$ cat config.mk
export PLATFORM = sky130hd
export DESIGN_NAME = fetch_ctrl
export DESIGN_NICKNAME = d
export VERILOG_FILES = /design/src/logic/fetch_pkg.sv /design/src/logic/fetch_ctrl.sv
export VERILOG_INCLUDE_DIRS = /design/src /design/src/logic
export SDC_FILE = /design/constraint.sdc
export NUM_CORES = 1
export LEC_CHECK = 0
export BUFFER_PORTS_ARGS = -buffer_cell sky130_fd_sc_hd__buf_2
export CAP_MARGIN = 20
export CORE_MARGIN = 2
export CORE_UTILIZATION = 46
export DETAILED_ROUTE_END_ITERATION = 16
export PLACE_DENSITY = 0.9
export SLEW_MARGIN = 40
export SYNTH_ARGS = -nofsm -noshare
export SYNTH_HDL_FRONTEND = slang
export SYNTH_SLANG_ARGS = --single-unit
$ cat constraint.sdc
create_clock -name clk -period 3.72 [get_ports clk]
set_clock_uncertainty 0.1 [all_clocks]
set_input_delay 0.93 -clock clk [delete_from_list [all_inputs] [get_ports clk]]
set_output_delay 0.93 -clock clk [all_outputs]
set_load 0.05 [all_outputs]
$ cat src/logic/fetch_consts.svh
`ifndef FETCH_CONSTS_SVH
`define FETCH_CONSTS_SVH

// First fetch address, also base of the instruction array
`define RESET_VECTOR 32'h0000_2000

// addi x0, x0, 0
`define INSTR_NOP 32'h0000_0013

// mcause codes, low four bits only
`define EXC_INSTR_MISALIGNED 4'd0
`define EXC_INSTR_ACCESS 4'd1
`define EXC_TIMER_IRQ 4'd7
`define EXC_EXT_IRQ 4'd11

// Cache model sizing and latency
`define IC_WAIT_CYCLES 2
`define IMEM_WORDS 256

`endif
$ cat src/logic/fetch_pkg.sv
package fetch_pkg;

    // Commands from fetch to the instruction cache
    typedef enum logic [1:0] {
        NONE      = 2'd0,
        EXECUTE   = 2'd1,
        FLUSH_ALL = 2'd2
    } cache_cmd_e;

    // Cache responses, errors are one-cycle pulses
    typedef enum logic [2:0] {
        IDLE        = 3'd0,
        WAIT        = 3'd1,
        DONE        = 3'd2,
        MISALIGNED  = 3'd3,
        ACCESSFAULT = 3'd4
    } cache_resp_e;

    typedef struct packed {
        cache_cmd_e  cmd;
        logic [31:0] addr;
    } cache_req_t;

    typedef struct packed {
        cache_resp_e resp;
        logic [31:0] load_data;
    } cache_rsp_t;

    // Slot handed to execute, NOP word when empty
    typedef struct packed {
        logic [31:0] instr;
        logic [31:0] pc;
        logic        exc_start;
        logic [3:0]  cause;
        logic        cause_interrupt;
    } f2e_t;

    typedef struct packed {
        logic        ready;
        logic        exc_start;
        logic        flush;
        logic        branch_taken;
        logic [31:0] branch_target;
    } e2f_t;

    typedef struct packed {
        logic        valid;
        logic [31:0] value;
    } timer_wr_t;

    typedef struct packed {
        logic        valid;
        logic [31:0] addr;
        logic [31:0] data;
    } imem_wr_t;

endpackage

$ cat src/logic/fetch_ctrl.sv
`include "fetch_consts.svh"

module fetch_ctrl (
    input  logic                  clk,
    input  logic                  reseted,
    input  logic [31:0]           mtvec,
    input  fetch_pkg::cache_rsp_t cache_rsp,
    input  fetch_pkg::e2f_t       e2f,
    input  logic                  irq_timer,
    input  logic                  irq_ext,
    output fetch_pkg::cache_req_t cache_req,
    output fetch_pkg::f2e_t       f2e
);

    // FSM state
    logic        boot_pending;
    logic        flushing;
    logic        after_flush;

    logic [31:0] pc;
    logic [31:0] next_pc;
    logic [31:0] saved_instr;

    logic        cache_idle;
    logic        cache_wait;
    logic        cache_done;
    logic        cache_error;
    logic        fetch_go;
    logic        start_flush;
    logic        trap;

    assign cache_idle  = cache_rsp.resp == fetch_pkg::IDLE;
    assign cache_wait  = cache_rsp.resp == fetch_pkg::WAIT;
    assign cache_done  = cache_rsp.resp == fetch_pkg::DONE;
    assign cache_error = (cache_rsp.resp == fetch_pkg::MISALIGNED) ||
                         (cache_rsp.resp == fetch_pkg::ACCESSFAULT);

    always_comb begin
        cache_req.cmd = fetch_pkg::NONE;
        next_pc       = pc;
        fetch_go      = 1'b0;
        start_flush   = 1'b0;
        trap          = 1'b0;

        // Command selection
        if (flushing) begin
            if (!cache_done) begin
                cache_req.cmd = fetch_pkg::FLUSH_ALL;
            end
        end else if (cache_wait) begin
            // Cache ignores this, address stays on pc
            cache_req.cmd = fetch_pkg::EXECUTE;
        end else if (boot_pending || cache_error ||
                     (e2f.ready && (cache_done || cache_idle))) begin
            fetch_go      = 1'b1;
            cache_req.cmd = fetch_pkg::EXECUTE;
            if (boot_pending) begin
                next_pc = `RESET_VECTOR;
            end else if (irq_ext || irq_timer) begin
                trap    = 1'b1;
                next_pc = mtvec;
            end else if (e2f.branch_taken) begin
                next_pc = e2f.branch_target;
            end else if (e2f.flush) begin
                // Flush restarts at pc + 4 once the cache is clean
                cache_req.cmd = fetch_pkg::FLUSH_ALL;
                start_flush   = 1'b1;
            end else if (cache_error) begin
                trap    = 1'b1;
                next_pc = mtvec;
            end else begin
                next_pc = pc + 32'd4;
            end
        end
        cache_req.addr = next_pc;

        // Slot shown to execute
        f2e.instr     = `INSTR_NOP;
        f2e.pc        = pc;
        f2e.exc_start = trap;
        if (cache_done && !flushing) begin
            f2e.instr = cache_rsp.load_data;
        end else if (cache_idle && !after_flush && !boot_pending) begin
            // Held slot while execute stalls
            f2e.instr = saved_instr;
        end

        // Cause, fetch errors win over interrupts
        f2e.cause           = 4'd0;
        f2e.cause_interrupt = 1'b0;
        if (!e2f.exc_start) begin
            if (cache_rsp.resp == fetch_pkg::MISALIGNED) begin
                f2e.cause = `EXC_INSTR_MISALIGNED;
            end else if (cache_rsp.resp == fetch_pkg::ACCESSFAULT) begin
                f2e.cause = `EXC_INSTR_ACCESS;
            end else if (irq_ext) begin
                f2e.cause           = `EXC_EXT_IRQ;
                f2e.cause_interrupt = 1'b1;
            end else if (irq_timer) begin
                f2e.cause           = `EXC_TIMER_IRQ;
                f2e.cause_interrupt = 1'b1;
            end
        end
    end

    always_ff @(posedge clk) begin
        saved_instr <= f2e.instr;
        pc          <= next_pc;
    end

    always_ff @(posedge clk) begin
        if (reseted) begin
            boot_pending <= 1'b1;
            flushing     <= 1'b0;
            after_flush  <= 1'b0;
        end else if (flushing) begin
            if (cache_done) begin
                flushing    <= 1'b0;
                after_flush <= 1'b1;
            end
        end else if (fetch_go) begin
            boot_pending <= 1'b0;
            after_flush  <= 1'b0;
            if (start_flush) begin
                flushing <= 1'b1;
            end
        end
    end

endmodule

==> impl_metrics.py <==
metrics = {
    "synth": {
        "yosys_warnings": 0,
        "synth-seq-cells": 67,
        "synthAdderAreaFrac": 0.003105,
        "synthMuxAreaShare": 0.007762,
        "synth_fp_nets": 613,
        "synthesis.instances": 505,
        "synth_ff_type": "dfxtp_1",
        "synth.top_cell.area_share": 0.3328,
        "async_reset_ff_frac": 0,
        "synth_xor_area_frac": 0.008693,
        "syn_area_sq_um": 4030,
        "synth_edf_count": 0,
        "synth_area_leaders": "dfxtp_1 33%, a22o_1 7.6%, o21ai_0 5.3%, nand2_1 4.3%, clkbuf_1 2.5%",
        "synthDistinctLibCells": 65,
        "synth_compound_area_frac": 0.3459,
        "seq_area_frac_synth": 0.3328,
        "postSynthAreaPerCell_sq_um": 7.980,
        "synth_top_family_by_area": "compound AO/OA/AOI/OAI gates",
        "yosys.area_share.simple": 0.2477,
        "synth_top_cell_by_area": "dfxtp_1",
    },
    "detailed_routing": {
        "drt_iter0_markers": 472,
        "via_count": 5544,
        "antenna_left": 0,
        "wl_per_cell_um": 19.72,
        "dr.pass1.iters": 5,
        "drcViolationCount": 0,
        "wirelength_um": 17090,
        "via_per_inst": 6.394,
    },
    "sta": {
        "slew_headroom": 0.6841,
        "setup_viol": 0,
        "fin_crit_ns": 3.716,
        "setup_ws_ns": 0.003978,
        "whs_ns": 0.3694,
        "finalCritPeriodShare": 0.9989,
        "rsz0062_at_grt": "true",
        "hold_violations": 0,
        "tightest_slew_ns": 0.4695,
        "slew_violations": 0,
        "fmax_mhz": 269.1,
    },
    "setup_path": {
        "cp-start-kind": "input port",
        "cp_cell_sequence": "clkbuf_4 > and3b_2 > or3_1 > or4_4 > a31oi_4 > o21ai_4 > buf_6",
        "max_stage_delay_ns": 0.54,
        "cp-startpoint": "cache_rsp[33]",
        "rrSetupSlack_ns": 1.51,
        "reg2reg_from": "pc[18]",
        "arrival_ns": 2.69,
        "end_kind": "output pin",
        "crit_fanout": 4,
        "worst_path_max_delay_cell": "or4_4",
        "crit_type": "in -> out",
        "worstPathRequired_ns": 2.69,
        "r2r_end": "pc[31]",
        "ff2ff_path_depth": 6,
    },
    "global_route": {
        "antenna_found_initial": 0,
        "grt_pass1_vias": 5424,
        "grt_pass1_wl_um": 26600,
        "grt_max_degree": 30,
        "grt_overflow": 0,
        "groute.usage.overall": 0.3420,
    },
    "clock_tree": {
        "clk_pin_slew_worst_paths_ns": 0.08,
        "ctsLongestPathBuffers": 2,
        "cts.sinks": 67,
        "insertion_delay_ns": 0.35,
        "htreeDepth": 3,
        "root_buffer": "clkbuf_8",
        "hold_buffers": 0,
        "cts_buffers": 9,
        "cts_tree": "yes",
    },
    "cells_and_area": {
        "multiInputGateArea_sq_um": 2850,
        "antenna_cells": 0,
        "final_util": 0.7488,
        "seq_area_sq_um": 1355,
        "layout.cells.non_filler": 867,
        "areaGrowthSynthToFinish_pct": 59.67,
        "fillers": 648,
        "drive_gt1_frac": 0.4769,
        "nets": 863,
    },
    "place": {
        "finalWeightedCongestion": 0.9348,
        "port_buffers": 210,
        "dp_slack_ns": -0.06329,
        "dp.cells": 848,
        "post-dp-hpwl_um": 12920,
    },
    "pwr": {
        "leakagePower_nw": 2.840,
        "total_power_w": 0.002555,
        "p_per_area_nw_per_um2": 397.0,
        "peakVddDrop_v": 0.0002276,
    },
    "die": {
        "fp.dieArea_sq_um": 9526,
        "fp.dieW_um": 97.60,
        "io_pins": 211,
        "dieHeight_um": 97.60,
        "num_rows": 34,
        "initial_core_util": 0.4690,
        "coreArea_sq_um": 8593,
    },
    "run_status": {
        "status": "finished, final reports clean",
    },
    "min_path": {
        "hold_class": "reg -> reg",
        "min_from": "saved_instr[4]",
        "hold_end": "saved_instr[4]",
        "holdPathStages": 1,
    },
    "job": {
        "max_cap_viol_count": 0,
    },
}
## repair_timing
item,4_1_cts,5_1_grt
gates resized for setup,32,59
buffers inserted,1,1
gates cloned,0,2
pin swaps,3,7
setup endpoints to repair,20,30
## layout make-up
class / instances / share of cell area
Multi-Input combinational cell: 387 / 0.4429
Timing Repair Buffer: 278 / 0.2814
Sequential cell: 67 / 0.2106
Tap cell: 108 / 0.02100
Clock buffer: 9 / 0.01925
Clock inverter: 6 / 0.01789
Inverter: 12 / 0.007000
## through the flow
step	TNS, ns	cell area (sq um)
after detailed placement	-0.6407	5852
after global routing	-0.2747	6435
after floorplan	-0.4433	4344
after global placement	-0.09564	5852
after CTS	-0.004941	6210
final	0	6435
## critical path, delay by kind of cell
family | cells | cell delay [ns]
AND/OR/NAND/NOR | 3 | 1.16
AO/OA/AOI/OAI | 2 | 0.30
buffers and inverters | 2 | 0.31
## routing by layer
layer  vias up  part of all wire  routed length, um  global-route usage
met1      2579              0.36               6119              0.3954
met4         0             0.052                887              0.1741
met5         -                 0                  0                   0
li1       2461                 -                  -                   -
met3        93              0.11               1796             0.08705
met2       411              0.48               8289              0.5830
## state kept, by name, summed over array words and instances (netlist names)
signal	count
pc	32
saved_instr	32
after_flush	1
boot_pending	1
flushing	1
## how the worst max path moves through the flow
stage	endpoint	slack [ns]	cells past startpoint
floorplan	cache_req[10]	-0.14	6
global placement	cache_req[8]	-0.04	7
detailed placement	cache_req[27]	-0.06	9
CTS	cache_req[20]	-0.005	7
global route	cache_req[8]	-0.05	7
finish	cache_req[8]	0.004	7
## cell usage after synthesis (3+ instances only)
master     n
dfxtp_1   67
nand2_1   46
o21ai_0   43
a22o_1    35
clkbuf_1  27
nor2_1    25
nand3_1   19
a21oi_1   18
nor3_1    13
nand4_1   11
o22ai_1   11
a22oi_1   10
inv_1     10
nand2b_1  10
a31oi_1    9
nor4_1     9
o31ai_1    9
nor2b_1    8
o211ai_1   7
or4_1      7
a211oi_1   6
buf_2      6
or3_1      6
a21o_1     5
a31o_2     5
and4_1     5
buf_4      5
o21a_1     5
o22a_1     4
o311a_1    4
o31a_1     4
or2_2      4
a211o_1    3
and2_1     3
o221ai_1   3
or2_1      3
xnor2_1    3
## placed cells by master (no fill, tap or decap), drive strengths merged, types with 4 or more instances in the layout
master  instances
nor2b           8
a22o           35
nor3           13
o21ai          45
buf           272
nand3          19
and4            5
clkinv          4
o31a            4
o22ai          11
nor2           25
nand4          12
clkbuf         15
nor4           12
nand2          46
or3             6
a31o            6
a21oi          18
or4             8
o31ai           9
or2             7
nand2b         10
a21o            5
a31oi           9
o21a            5
inv            10
dfxtp          67
o311a           4
a22oi          10
a211oi          6
o211ai          7
o22a            4
## power by group
part | switching (W) | total, W | internal (W)
clock | 0.000314 | 0.000758 | 0.000444
sequential | 0.0000716 | 0.000841 | 0.000770
combinational | 0.000631 | 0.000956 | 0.000325
## kinds of logic after synthesis
group | count (synthesis)
compound gates | 197
xor+xnor | 4
fa+ha+maj | 1
buf+inv | 51
flops | 67
mux | 3
simple gates | 182
(Power assumes the default switching activity.)
