File: config.mk
export PLATFORM = sky130hd
export DESIGN_NAME = machine_timer
export DESIGN_NICKNAME = d
export VERILOG_FILES = /design/src/logic/fetch_consts.svh /design/src/logic/fetch_pkg.sv /design/src/logic/machine_timer.sv
export SDC_FILE = /design/constraint.sdc
export NUM_CORES = 1
export LEC_CHECK = 0
export BUFFER_PORTS_ARGS = -buffer_cell sky130_fd_sc_hd__buf_4
export CAP_MARGIN = 20
export CELL_PAD_IN_SITES_DETAIL_PLACEMENT = 0
export CELL_PAD_IN_SITES_GLOBAL_PLACEMENT = 2
export CORE_MARGIN = 2
export CORE_UTILIZATION = 30
export DETAILED_ROUTE_END_ITERATION = 7
export GPL_TIMING_DRIVEN = 0
export HOLD_SLACK_MARGIN = 0.1
export PLACE_DENSITY_LB_ADDON = 0.1
export SLEW_MARGIN = 15
export SYNTH_ARGS = -nofsm -noshare
export SYNTH_HDL_FRONTEND = slang
export SYNTH_SLANG_ARGS = --single-unit
File: constraint.sdc
create_clock -name clk -period 2.4 [get_ports clk]
set_clock_uncertainty 0.2 [all_clocks]
set_input_delay 0.48 -clock clk [delete_from_list [all_inputs] [get_ports clk]]
set_output_delay 0.48 -clock clk [all_outputs]
set_load 0.005 [all_outputs]
File: src/logic/fetch_consts.svh
`ifndef FETCH_CONSTS_SVH
`define FETCH_CONSTS_SVH

// First fetch address, also base of the instruction array
`define RESET_VECTOR 32'h0000_2000

// addi x0, x0, 0
`define INSTR_NOP 32'h0000_0013

// mcause codes, low four bits only
`define EXC_INSTR_MISALIGNED 4'd0
`define EXC_INSTR_ACCESS 4'd1
`define EXC_TIMER_IRQ 4'd7
`define EXC_EXT_IRQ 4'd11

// Cache model sizing and latency
`define IC_WAIT_CYCLES 2
`define IMEM_WORDS 256

`endif
File: src/logic/fetch_pkg.sv
package fetch_pkg;

    // Commands from fetch to the instruction cache
    typedef enum logic [1:0] {
        NONE      = 2'd0,
        EXECUTE   = 2'd1,
        FLUSH_ALL = 2'd2
    } cache_cmd_e;

    // Cache responses, errors are one-cycle pulses
    typedef enum logic [2:0] {
        IDLE        = 3'd0,
        WAIT        = 3'd1,
        DONE        = 3'd2,
        MISALIGNED  = 3'd3,
        ACCESSFAULT = 3'd4
    } cache_resp_e;

    typedef struct packed {
        cache_cmd_e  cmd;
        logic [31:0] addr;
    } cache_req_t;

    typedef struct packed {
        cache_resp_e resp;
        logic [31:0] load_data;
    } cache_rsp_t;

    // Slot handed to execute, NOP word when empty
    typedef struct packed {
        logic [31:0] instr;
        logic [31:0] pc;
        logic        exc_start;
        logic [3:0]  cause;
        logic        cause_interrupt;
    } f2e_t;

    typedef struct packed {
        logic        ready;
        logic        exc_start;
        logic        flush;
        logic        branch_taken;
        logic [31:0] branch_target;
    } e2f_t;

    typedef struct packed {
        logic        valid;
        logic [31:0] value;
    } timer_wr_t;

    typedef struct packed {
        logic        valid;
        logic [31:0] addr;
        logic [31:0] data;
    } imem_wr_t;

endpackage

File: src/logic/machine_timer.sv
module machine_timer (
    input  logic                 clk,
    input  logic                 reseted,
    input  fetch_pkg::timer_wr_t timer_wr,
    output logic                 irq_timer
);

    logic [31:0] mtime;
    logic [31:0] mtimecmp;

    always_ff @(posedge clk) begin
        if (reseted) begin
            mtime <= 32'd0;
        end else begin
            mtime <= mtime + 32'd1;
        end
    end

    // All ones keeps the interrupt quiet
    always_ff @(posedge clk) begin
        if (reseted) begin
            mtimecmp <= '1;
        end else if (timer_wr.valid) begin
            mtimecmp <= timer_wr.value;
        end
    end

    // Level interrupt, one cycle behind the compare
    always_ff @(posedge clk) begin
        if (reseted) begin
            irq_timer <= 1'b0;
        end else begin
            irq_timer <= mtime >= mtimecmp;
        end
    end

endmodule

==> results of run 1 <==
## area by class of cell
cell class	instances	area, µm²
Clock buffer	12	145
Clock inverter	3	17.5
Timing Repair Buffer	36	270
Fill cell	1146	6810
Inverter	33	124
Multi-Input combinational cell	264	1810
Sequential cell	65	1300
Tap cell	140	175
Buffer	13	48.8
## critical path: cells and delay by family, from the launching register on
family                     cells  cell delay [ns]
AOI/OAI and AO/OA              4             0.98
DFF                            1             0.50
adders and majority gates      1             0.30
and+or+nand+nor                1             0.17
## sequential cells by signal, indices dropped and copies added, names as in the netlist
register	count
mtime	32
mtimecmp	32
irq_timer	1
## metrics by stage
| stage | worst slack [ns] | power (mW) | cell area, µm² |
|---|---|---|---|
| 2_1_floorplan | 0.295 | 1.27 | 3260 |
| 3_3_place_gp | -0.177 | 1.36 | 3690 |
| 3_5_place_dp | -0.123 | 1.36 | 3690 |
| 4_1_cts | 0.0132 | 2.19 | 3860 |
| 5_1_grt | 0.0139 | 2.27 | 3890 |
| 6_report | 0.127 | 2.15 | 3890 |
## where the power goes
group	switching (mW)	internal [mW]	leakage [nW]	total, mW
Sequential	0.0166	1.12	0.534	1.14
Clock	0.421	0.395	0.0822	0.816
Combinational	0.105	0.0880	1.19	0.194
## placed cells by master (no fill, tap or decap), types with 5 or more instances in the layout
cell	count
xor2_1	15
nand4_1	11
ha_1	32
xnor2_1	8
o211ai_1	33
clkbuf_8	10
and4_1	5
o21ai_0	11
nor2_1	30
a21oi_1	11
nand3_1	23
buf_4	36
dfxtp_1	63
inv_1	32
clkbuf_1	12
nand2_1	48
## worst max path at each step
stage	end	slack, ns	depth (start not counted)
5_1_grt	irq_timer	0.01	6
4_1_cts	mtime[30]	0.01	6
6_report	irq_timer	0.13	6
2_1_floorplan	mtime[26]	0.30	6
3_3_place_gp	mtime[16]	-0.18	6
3_5_place_dp	mtime[20]	-0.12	6
## layer usage
metal  part of all wire  wire, µm  vias up
met2               0.47      3680       26
met1               0.49      3780     1223
met4              0.012        93        0
met5                  0         0        -
li1                   -         -     1413
met3              0.027       208        7
## repair_timing
| action | CTS | global route |
|---|---|---|
| resized for setup | 2 | 5 |
| pin swaps | 0 | 1 |
| endpoints found under the setup margin | 5 | 5 |
| setup buffers | 0 | 2 |
## cells by family (layout without fill, tap and decap cells)
family | count (synthesis) | in the layout
and+or+nand+nor | 142 | 142
AOI/OAI and AO/OA | 65 | 65
DFF | 65 | 65
buffers and inverters | 46 | 97
adders and majority gates | 33 | 33
xor gates and xnor gates | 23 | 23
muxes | 1 | 1
==> summary.log, run 1 <==
qor: outcome.result_of_the_run finished clean
qor: worst_setup_path.reg2reg_setup_slack 0.13 ns
qor: timing.clock.fmax 0.440 GHz
qor: floorplanning.initial_standard_cell_utilization_of_the_core 0.304
qor: synthesis.syn-mean-instance-area 8.68 µm²
qor: synthesis.mappedNetlistNets 443
qor: cells_and_area.final_util 0.364
qor: worst_setup_path.cp_data_required_time 2.41 ns
qor: clock_network.cts.htree.levels 3
qor: detailed_routing.detailroute.via_count 2669
qor: clock_network.number_of_clock_sinks 65
qor: floorplanning.num_rows 38
qor: synthesis.synth_mux_area_frac 0.00307
qor: global_route.grt_start_max_net_pins 11
qor: worst_hold_path.worstHoldStart timer_wr[22]
qor: synthesis.synth_top_cells_by_area dfxtp_1, ha_1, o211ai_1, nand2_1, xor2_1
qor: worst_setup_path.end_kind flop
qor: global_route.number_of_global_route_vias_before_repair 2677
qor: global_route.grt_use_met2 0.253
qor: floorplanning.number_of_primary_i_o_pins 36
qor: clock_network.cts.root.buffer_cell clkbuf_8
qor: worst_setup_path.path_cells ha_1, and3_1, a221oi_1, o21ai_0, a311oi_2, o21ai_0
qor: cells_and_area.syn_to_final_growth 19.6%
qor: timing.timing.final.max_slew_violations 0
qor: synthesis.post_synth_and_or_nand_nor_area_fraction 0.220
qor: worst_setup_path.r2r_end irq_timer
qor: global_route.antenna_found_initial 0
qor: worst_hold_path.hold_path_class in -> reg
qor: worst_setup_path.critPathMostFrequentCell o21ai_0
qor: worst_setup_path.rr_startpoint mtime[6]
qor: clock_network.cts_tree done
qor: synthesis.synth_cell_type_count 39
qor: detailed_routing.detail_route.wl_per_cell 13.7 µm
qor: power_and_ir_drop.power_density 551 nW/µm²
qor: global_route.global_route_wire_length_before_repair 13100 µm
qor: detailed_routing.iteration_0_drc_count_of_the_detailed_router 45
qor: synthesis.synthAdderAreaFrac 0.127
qor: cells_and_area.antenna-diode-count 0
qor: timing.worstMarginPinSlew 0.591 ns
qor: floorplanning.die_width 108 µm
qor: job.max-cap-violations 0
qor: timing.fin_tns_setup 0 ns
qor: synthesis.synth_top_cells_by_count dfxtp_1, nand2_1, ha_1, o211ai_1, inv_1
qor: synthesis.syn_area 3260 µm²
qor: clock_network.clock_buffer_depth 2
qor: worst_setup_path.cell_type_of_the_slowest_stage_on_the_worst_timing_path dfxtp_1
qor: clock_network.numCtsBuffers 9
qor: timing.rsz0062_at_grt false
qor: detailed_routing.detail_route.drc_violations 0
qor: worst_setup_path.r2r.worst_path.cells 6
qor: timing.slew-limit-headroom 0.603
qor: cells_and_area.fin_nets 490
qor: synthesis.library_cell_with_the_largest_summed_area_after_synthesis dfxtp_1
qor: synthesis.yosys_warnings 0
qor: worst_setup_path.critPathKind reg -> reg
qor: synthesis.most_frequent_cell_after_synthesis dfxtp_1
qor: global_route.global_route.usage.met1 0.177
qor: worst_setup_path.start_kind flop
qor: worst_setup_path.crit_path_start mtime[6]
qor: clock_network.clock_latency 0.34 ns
qor: clock_network.clk_pin_slew_worst_paths 0.08 ns
qor: cells_and_area.drive_above_1_share 0.155
qor: synthesis.synth_top_family_by_area simple AND/OR/NAND/NOR gates
qor: worst_setup_path.cp_max_fo 7
qor: detailed_routing.antenna_violating_nets_left 0
qor: synthesis.postSynth.topFlopCell dfxtp_1
qor: detailed_routing.wirelength 7760 µm
qor: global_route.busiest_layer met2
qor: floorplanning.floorplan.die_area 11700 µm²
qor: synthesis.postSynthRegisterBits 65
qor: timing.finalSetupViolCount 0
qor: synthesis.yosysSeqAreaShare 0.400
qor: cells_and_area.stdcell_count 566
qor: synthesis.synth-xor-area-share 0.0619
qor: global_route.grt_ovf 0
qor: timing.final_hold_viol_count 0
qor: global_route.globalRouteMet3Util 0.0344
qor: placement.portBuffers 34
qor: timing.worst_hold_slack 0.151 ns
qor: synthesis.cell_count_after_synthesis 375
qor: detailed_routing.dr.pass1.iters 4
qor: placement.detailedPlacementHpwl 5830 µm
qor: detailed_routing.drt-vias-per-instance 4.72
qor: placement.placed_insts 549
qor: timing.final_period_utilization 0.947
qor: power_and_ir_drop.p_leak 1.81 nW
qor: global_route.grt.total_usage 0.145
qor: synthesis.yosys.area.top_type_share 0.400
qor: placement.gp_congestion 0.738
qor: worst_setup_path.slowest_cell_delay_on_critical_path 0.50 ns
qor: synthesis.synth-compound-area-share 0.136
qor: floorplanning.floorplan.core_area 10700 µm²
qor: floorplanning.dieHeight 108 µm
qor: worst_hold_path.whs_path_depth 3
qor: synthesis.number_of_flops_mapped_to_enable_cells_by_yosys 0
qor: clock_network.cts-hold-fix-buffers 0
qor: power_and_ir_drop.vdd_drop_max 241 µV
qor: synthesis.synth-async-reset-ratio 0
qor: timing.finalWorstPathRequiredPeriod 2.27 ns
qor: worst_setup_path.cp.arrival 2.29 ns
qor: worst_hold_path.whs_endpoint mtimecmp[22]
No activity file was read; power rests on OpenSTA's default activity.
==> run 2: changes to the inputs <==
==> constraint.sdc (replaced) <==
create_clock -name clk -period 2.7 [get_ports clk]
set_clock_uncertainty 0.2 [all_clocks]
set_input_delay 0.54 -clock clk [delete_from_list [all_inputs] [get_ports clk]]
set_output_delay 0.54 -clock clk [all_outputs]
set_load 0.005 [all_outputs]
==> summary.log, run 2 (synthesis gave the netlist of run 1 again) <==
qor: floorplanning.dieHeight 108 µm
qor: power_and_ir_drop.p_leak 1.80 nW
qor: timing.finalWorstPathRequiredPeriod 2.39 ns
qor: detailed_routing.detail_route.drc_violations 0
qor: timing.final_period_utilization 0.884
qor: power_and_ir_drop.power_density 494 nW/µm²
qor: placement.gp_congestion 0.738
qor: timing.rsz0062_at_grt false
qor: floorplanning.initial_standard_cell_utilization_of_the_core 0.304
qor: timing.worstMarginPinSlew 0.626 ns
qor: clock_network.cts_tree done
qor: floorplanning.num_rows 38
qor: global_route.grt.total_usage 0.145
qor: placement.placed_area 3690 µm²
qor: timing.finalSetupViolCount 0
qor: timing.final_hold_viol_count 0
qor: placement.dp_worst_setup_slack 0.177 ns
qor: worst_hold_path.hold_path_class in -> reg
qor: timing.slew-limit-headroom 0.579
qor: cells_and_area.most_frequent_cells_in_the_layout dfxtp_1, nand2_1, buf_4, o211ai_1, ha_1
qor: clock_network.cts.root.buffer_cell clkbuf_8
qor: placement.portBuffers 34
qor: global_route.grt_ovf 0
qor: worst_setup_path.end_kind flop
qor: clock_network.number_of_clock_sinks 65
qor: timing.timing.final.max_slew_violations 0
qor: timing.clock.fmax 0.419 GHz
qor: clock_network.clk_pin_slew_worst_paths 0.08 ns
qor: floorplanning.floorplan.core_area 10700 µm²
qor: worst_setup_path.start_kind flop
qor: power_and_ir_drop.total_power 1.91 mW
qor: clock_network.clock_buffer_depth 2
qor: clock_network.clock_latency 0.34 ns
qor: worst_setup_path.reg2reg_setup_slack 0.31 ns
qor: floorplanning.floorplan.die_area 11700 µm²
qor: worst_setup_path.cp.arrival 2.40 ns
qor: timing.worst_slack 0.312 ns
qor: detailed_routing.wirelength 7760 µm
qor: cells_and_area.fillers 1152
qor: worst_setup_path.critPathKind reg -> reg
qor: floorplanning.die_width 108 µm
qor: worst_setup_path.cp_data_required_time 2.71 ns
qor: cells_and_area.finish.instance_area 3850 µm²
qor: global_route.antenna_found_initial 0
qor: clock_network.cts.htree.levels 3
qor: detailed_routing.detailroute.via_count 2686
qor: detailed_routing.iteration_0_drc_count_of_the_detailed_router 52
qor: outcome.result_of_the_run finished clean
qor: global_route.grt_start_max_net_pins 11
qor: cells_and_area.reg_top3 mtime x32, mtimecmp x32, irq_timer x1
qor: worst_setup_path.cp_max_fo 7
qor: detailed_routing.detail_route.wl_per_cell 13.8 µm
qor: clock_network.cts-hold-fix-buffers 0
qor: cells_and_area.antenna-diode-count 0
qor: global_route.number_of_global_route_vias_before_repair 2675
qor: detailed_routing.antenna_violating_nets_left 0
qor: detailed_routing.drt-vias-per-instance 4.76
qor: detailed_routing.dr.pass1.iters 4
qor: placement.detailedPlacementHpwl 5830 µm
qor: clock_network.numCtsBuffers 9
qor: cells_and_area.drive_above_1_share 0.137
qor: global_route.global_route_wire_length_before_repair 13100 µm
qor: floorplanning.number_of_primary_i_o_pins 36
qor: job.max-cap-violations 0
qor: cells_and_area.syn_to_final_growth 18.4%
qor: cells_and_area.most_common_library_cell_in_the_layout_ignoring_fill_and_taps dfxtp_1
qor: cells_and_area.fin_nets 488
qor: timing.fin_tns_setup 0 ns
qor: power_and_ir_drop.vdd_drop_max 215 µV
==> run 2: cell types whose count changed in the layout (fill, tap and decap cells not counted), sizes merged <==
cell	before	now
buf	39	37
==> run 2: metrics by stage <==
step           cells  hold WS [ns]  utilization
3_3_place_gp     549         0.277        0.345
6_report         564         0.213        0.360
3_5_place_dp     549         0.276        0.345
4_1_cts          564         0.190        0.360
2_1_floorplan    375         0.246            -
5_1_grt          564         0.203        0.360
==> run 2: repair_timing <==
action / in CTS / in global routing
gates resized for setup: 0 / 1
setup endpoints to repair: 0 / 2
hold endpoints to repair: 0 / 0
buffers inserted: 0 / 0
==> run 2: final timing paths <==
| path | start | end | depth (start not counted) |
|---|---|---|---|
| max | mtime[0] | mtime[26] | 6 |
| min | timer_wr[22] | mtimecmp[22] | 3 |
| max reg2reg | mtime[0] | mtime[26] | 6 |
| min reg2reg | mtimecmp[26] | mtimecmp[26] | 2 |
==> run 2: area by class of cell <==
cell class	count	area, µm²	share of cell area
Multi-Input combinational cell	264	1790	0.464
Sequential cell	65	1300	0.338
Timing Repair Buffer	34	255	0.0662
Tap cell	140	175	0.0454
Clock buffer	12	145	0.0377
Inverter	33	124	0.0321
Buffer	13	48.8	0.0127
Clock inverter	3	17.5	0.00454
==> run 2: layer usage <==
| layer | vias to the layer above | share of wire | wire length (µm) | track usage |
|---|---|---|---|---|
| li1 | 1409 | - | - | - |
| met5 | - | 0 | 0 | 0 |
| met2 | 32 | 0.48 | 3690 | 0.253 |
| met4 | 0 | 0.011 | 88 | 0.0412 |
| met3 | 7 | 0.026 | 198 | 0.0344 |
| met1 | 1238 | 0.49 | 3780 | 0.177 |
==> run 2: power by group <==
group	switching [mW]	internal, mW
Clock	0.374	0.351
Combinational	0.0938	0.0778
Sequential	0.0149	0.995
==> run 2: critical path, stage by stage, from the launching register on <==
cell and delay [ns]:
dfxtp_1 0.46, ha_1 0.34, nand2_1 0.13, or4_4 0.57
nor4_1 0.34, xnor2_1 0.17, nor2_1 0.05
==> run 3: changes to the inputs <==
--- a/config.mk
+++ b/config.mk
@@ -15,6 +15,7 @@
 export GPL_TIMING_DRIVEN = 0
 export HOLD_SLACK_MARGIN = 0.1
 export PLACE_DENSITY_LB_ADDON = 0.1
+export RECOVER_POWER = 100
 export SLEW_MARGIN = 15
 export SYNTH_ARGS = -nofsm -noshare
 export SYNTH_HDL_FRONTEND = slang
==> summary.log, run 3 (synthesis gave the netlist of run 1 again) <==
qor: outcome.result_of_the_run finished clean
qor: clock_network.clk_pin_slew_worst_paths 0.07 ns
qor: global_route.grt_start_max_net_pins 11
qor: worst_setup_path.r2r_end mtime[31]
qor: timing.timing.final.max_slew_violations 0
qor: timing.worst_hold_slack 0.211 ns
qor: placement.gp_congestion 0.738
qor: cells_and_area.drive_above_1_share 0.125
qor: global_route.global_route_wire_length_before_repair 13100 µm
qor: clock_network.clock_latency 0.34 ns
qor: clock_network.cts_tree done
qor: power_and_ir_drop.power_report.internal_total 1.42 mW
qor: floorplanning.num_rows 38
qor: timing.fin_tns_setup 0 ns
qor: timing.finalSetupViolCount 0
qor: power_and_ir_drop.p_leak 1.79 nW
qor: worst_setup_path.cp_max_fo 9
qor: detailed_routing.drt-vias-per-instance 4.77
qor: worst_setup_path.cell_type_of_the_slowest_stage_on_the_worst_timing_path nor4_4
qor: timing.clock.fmax 0.405 GHz
qor: clock_network.cts.root.buffer_cell clkbuf_8
qor: detailed_routing.detail_route.drc_violations 0
qor: worst_setup_path.path_cells nand4_1, nor4_4, nand2_1, or4_1, nand2_1
qor: detailed_routing.antenna_violating_nets_left 0
qor: global_route.antenna_found_initial 0
qor: worst_setup_path.r2r.worst_path.cells 5
qor: clock_network.clock_buffer_depth 2
qor: power_and_ir_drop.power_density 497 nW/µm²
qor: cells_and_area.antenna-diode-count 0
qor: global_route.grt_ovf 0
qor: job.max-cap-violations 0
qor: worst_setup_path.rr_startpoint mtime[7]
qor: clock_network.cts-hold-fix-buffers 0
qor: power_and_ir_drop.combPwrFrac 0.090
qor: timing.rsz0062_at_grt false
qor: worst_setup_path.cp.arrival 2.55 ns
qor: detailed_routing.iteration_0_drc_count_of_the_detailed_router 58
qor: power_and_ir_drop.vdd_drop_max 216 µV
qor: power_and_ir_drop.clkPwrFrac 0.381
qor: worst_setup_path.start_kind flop
qor: floorplanning.dieHeight 108 µm
qor: global_route.number_of_global_route_vias_before_repair 2675
qor: floorplanning.initial_standard_cell_utilization_of_the_core 0.304
qor: timing.slew-limit-headroom 0.575
qor: worst_setup_path.reg2reg_setup_slack 0.23 ns
qor: worst_setup_path.critPathKind reg -> reg
qor: cells_and_area.syn_to_final_growth 17.9%
qor: worst_setup_path.cp_data_required_time 2.78 ns
qor: power_and_ir_drop.p_sw_frac 0.254
qor: cells_and_area.most_common_library_cell_in_the_layout_ignoring_fill_and_taps dfxtp_1
qor: worst_hold_path.hold_path_class in -> reg
qor: power_and_ir_drop.total_power 1.91 mW
qor: detailed_routing.wirelength 7780 µm
qor: detailed_routing.dr.pass1.iters 4
qor: worst_setup_path.slowest_cell_delay_on_critical_path 0.68 ns
qor: clock_network.buffers_inserted_during_post_cts_setup_optimization 0
qor: clock_network.number_of_clock_sinks 65
qor: clock_network.cts.htree.levels 3
qor: floorplanning.number_of_primary_i_o_pins 36
qor: timing.worstMarginPinSlew 0.633 ns
qor: worst_setup_path.end_kind flop
qor: global_route.grt.total_usage 0.145
qor: placement.detailedPlacementHpwl 5830 µm
qor: clock_network.cts_repair_resize_count 0
qor: worst_setup_path.capturing_element_of_the_worst_setup_path mtime[31]
qor: detailed_routing.detail_route.wl_per_cell 13.8 µm
qor: cells_and_area.reg_top3 mtime x32, mtimecmp x32, irq_timer x1
qor: power_and_ir_drop.netSwitchingPower 485 µW
qor: clock_network.numCtsBuffers 9
qor: timing.finalWorstPathRequiredPeriod 2.47 ns
qor: placement.portBuffers 34
qor: floorplanning.die_width 108 µm
qor: worst_setup_path.crit_path_start mtime[7]
qor: floorplanning.floorplan.core_area 10700 µm²
qor: cells_and_area.fin_nets 488
qor: floorplanning.floorplan.die_area 11700 µm²
qor: timing.final_period_utilization 0.914
qor: timing.final_hold_viol_count 0
qor: worst_hold_path.whs_path_depth 3
qor: detailed_routing.detailroute.via_count 2689
qor: cells_and_area.most_frequent_cells_in_the_layout dfxtp_1, nand2_1, inv_1, o211ai_1, ha_1
qor: power_and_ir_drop.seq_power_share 0.529
qor: worst_setup_path.critPathMostFrequentCell nand2_1
==> run 3: worst min-delay path by stage <==
stage / end / from
floorplan: mtimecmp[0] / mtimecmp[0]
finish: mtimecmp[27] / timer_wr[27]
global placement: mtimecmp[0] / mtimecmp[0]
global route: mtimecmp[9] / timer_wr[9]
CTS: mtimecmp[5] / timer_wr[5]
detailed placement: mtimecmp[0] / mtimecmp[0]
==> run 3: per-layer routing <==
layer  global-route usage  share of wire  up-vias
met3               0.0344          0.031        8
met1                0.177           0.49     1231
met4               0.0412          0.012        0
met5                    0              0        -
met2                0.253           0.47       42
li1                     -              -     1408
==> run 3: metrics by stage <==
stage | utilization | setup WS (ns) | area (µm²) | instances
after floorplan | - | 0.595 | 3260 | 375
after global routing | 0.359 | 0.0731 | 3840 | 564
after global placement | 0.345 | 0.123 | 3690 | 549
after CTS | 0.360 | 0.157 | 3850 | 564
after detailed placement | 0.345 | 0.177 | 3690 | 549
final | 0.359 | 0.233 | 3840 | 564
==> run 3: final cells by class <==
| type | instances | area (µm²) |
|---|---|---|
| tap | 140 | 175 |
| clock inverter | 3 | 17.5 |
| clock buffer | 12 | 145 |
| fill | 1158 | 6860 |
| sequential | 65 | 1300 |
| buffer | 13 | 48.8 |
| multi-input combinational | 264 | 1780 |
| inverter | 33 | 124 |
| timing repair buffer | 34 | 251 |
==> run 3: power groups by stage <==
stage          clock, mW  combinational, mW  sequential, mW
6_report           0.728              0.171            1.01
5_1_grt            0.798              0.201            1.01
4_1_cts            0.760              0.178            1.01
3_5_place_dp           0              0.177            1.03
3_3_place_gp           0              0.173            1.03
2_1_floorplan          0              0.102            1.03
==> run 3: critical path: cells and delay by family (launching register included) <==
kind | cells | cell delay, ns
AND/OR/NAND/NOR | 5 | 1.75
flip-flops | 1 | 0.47
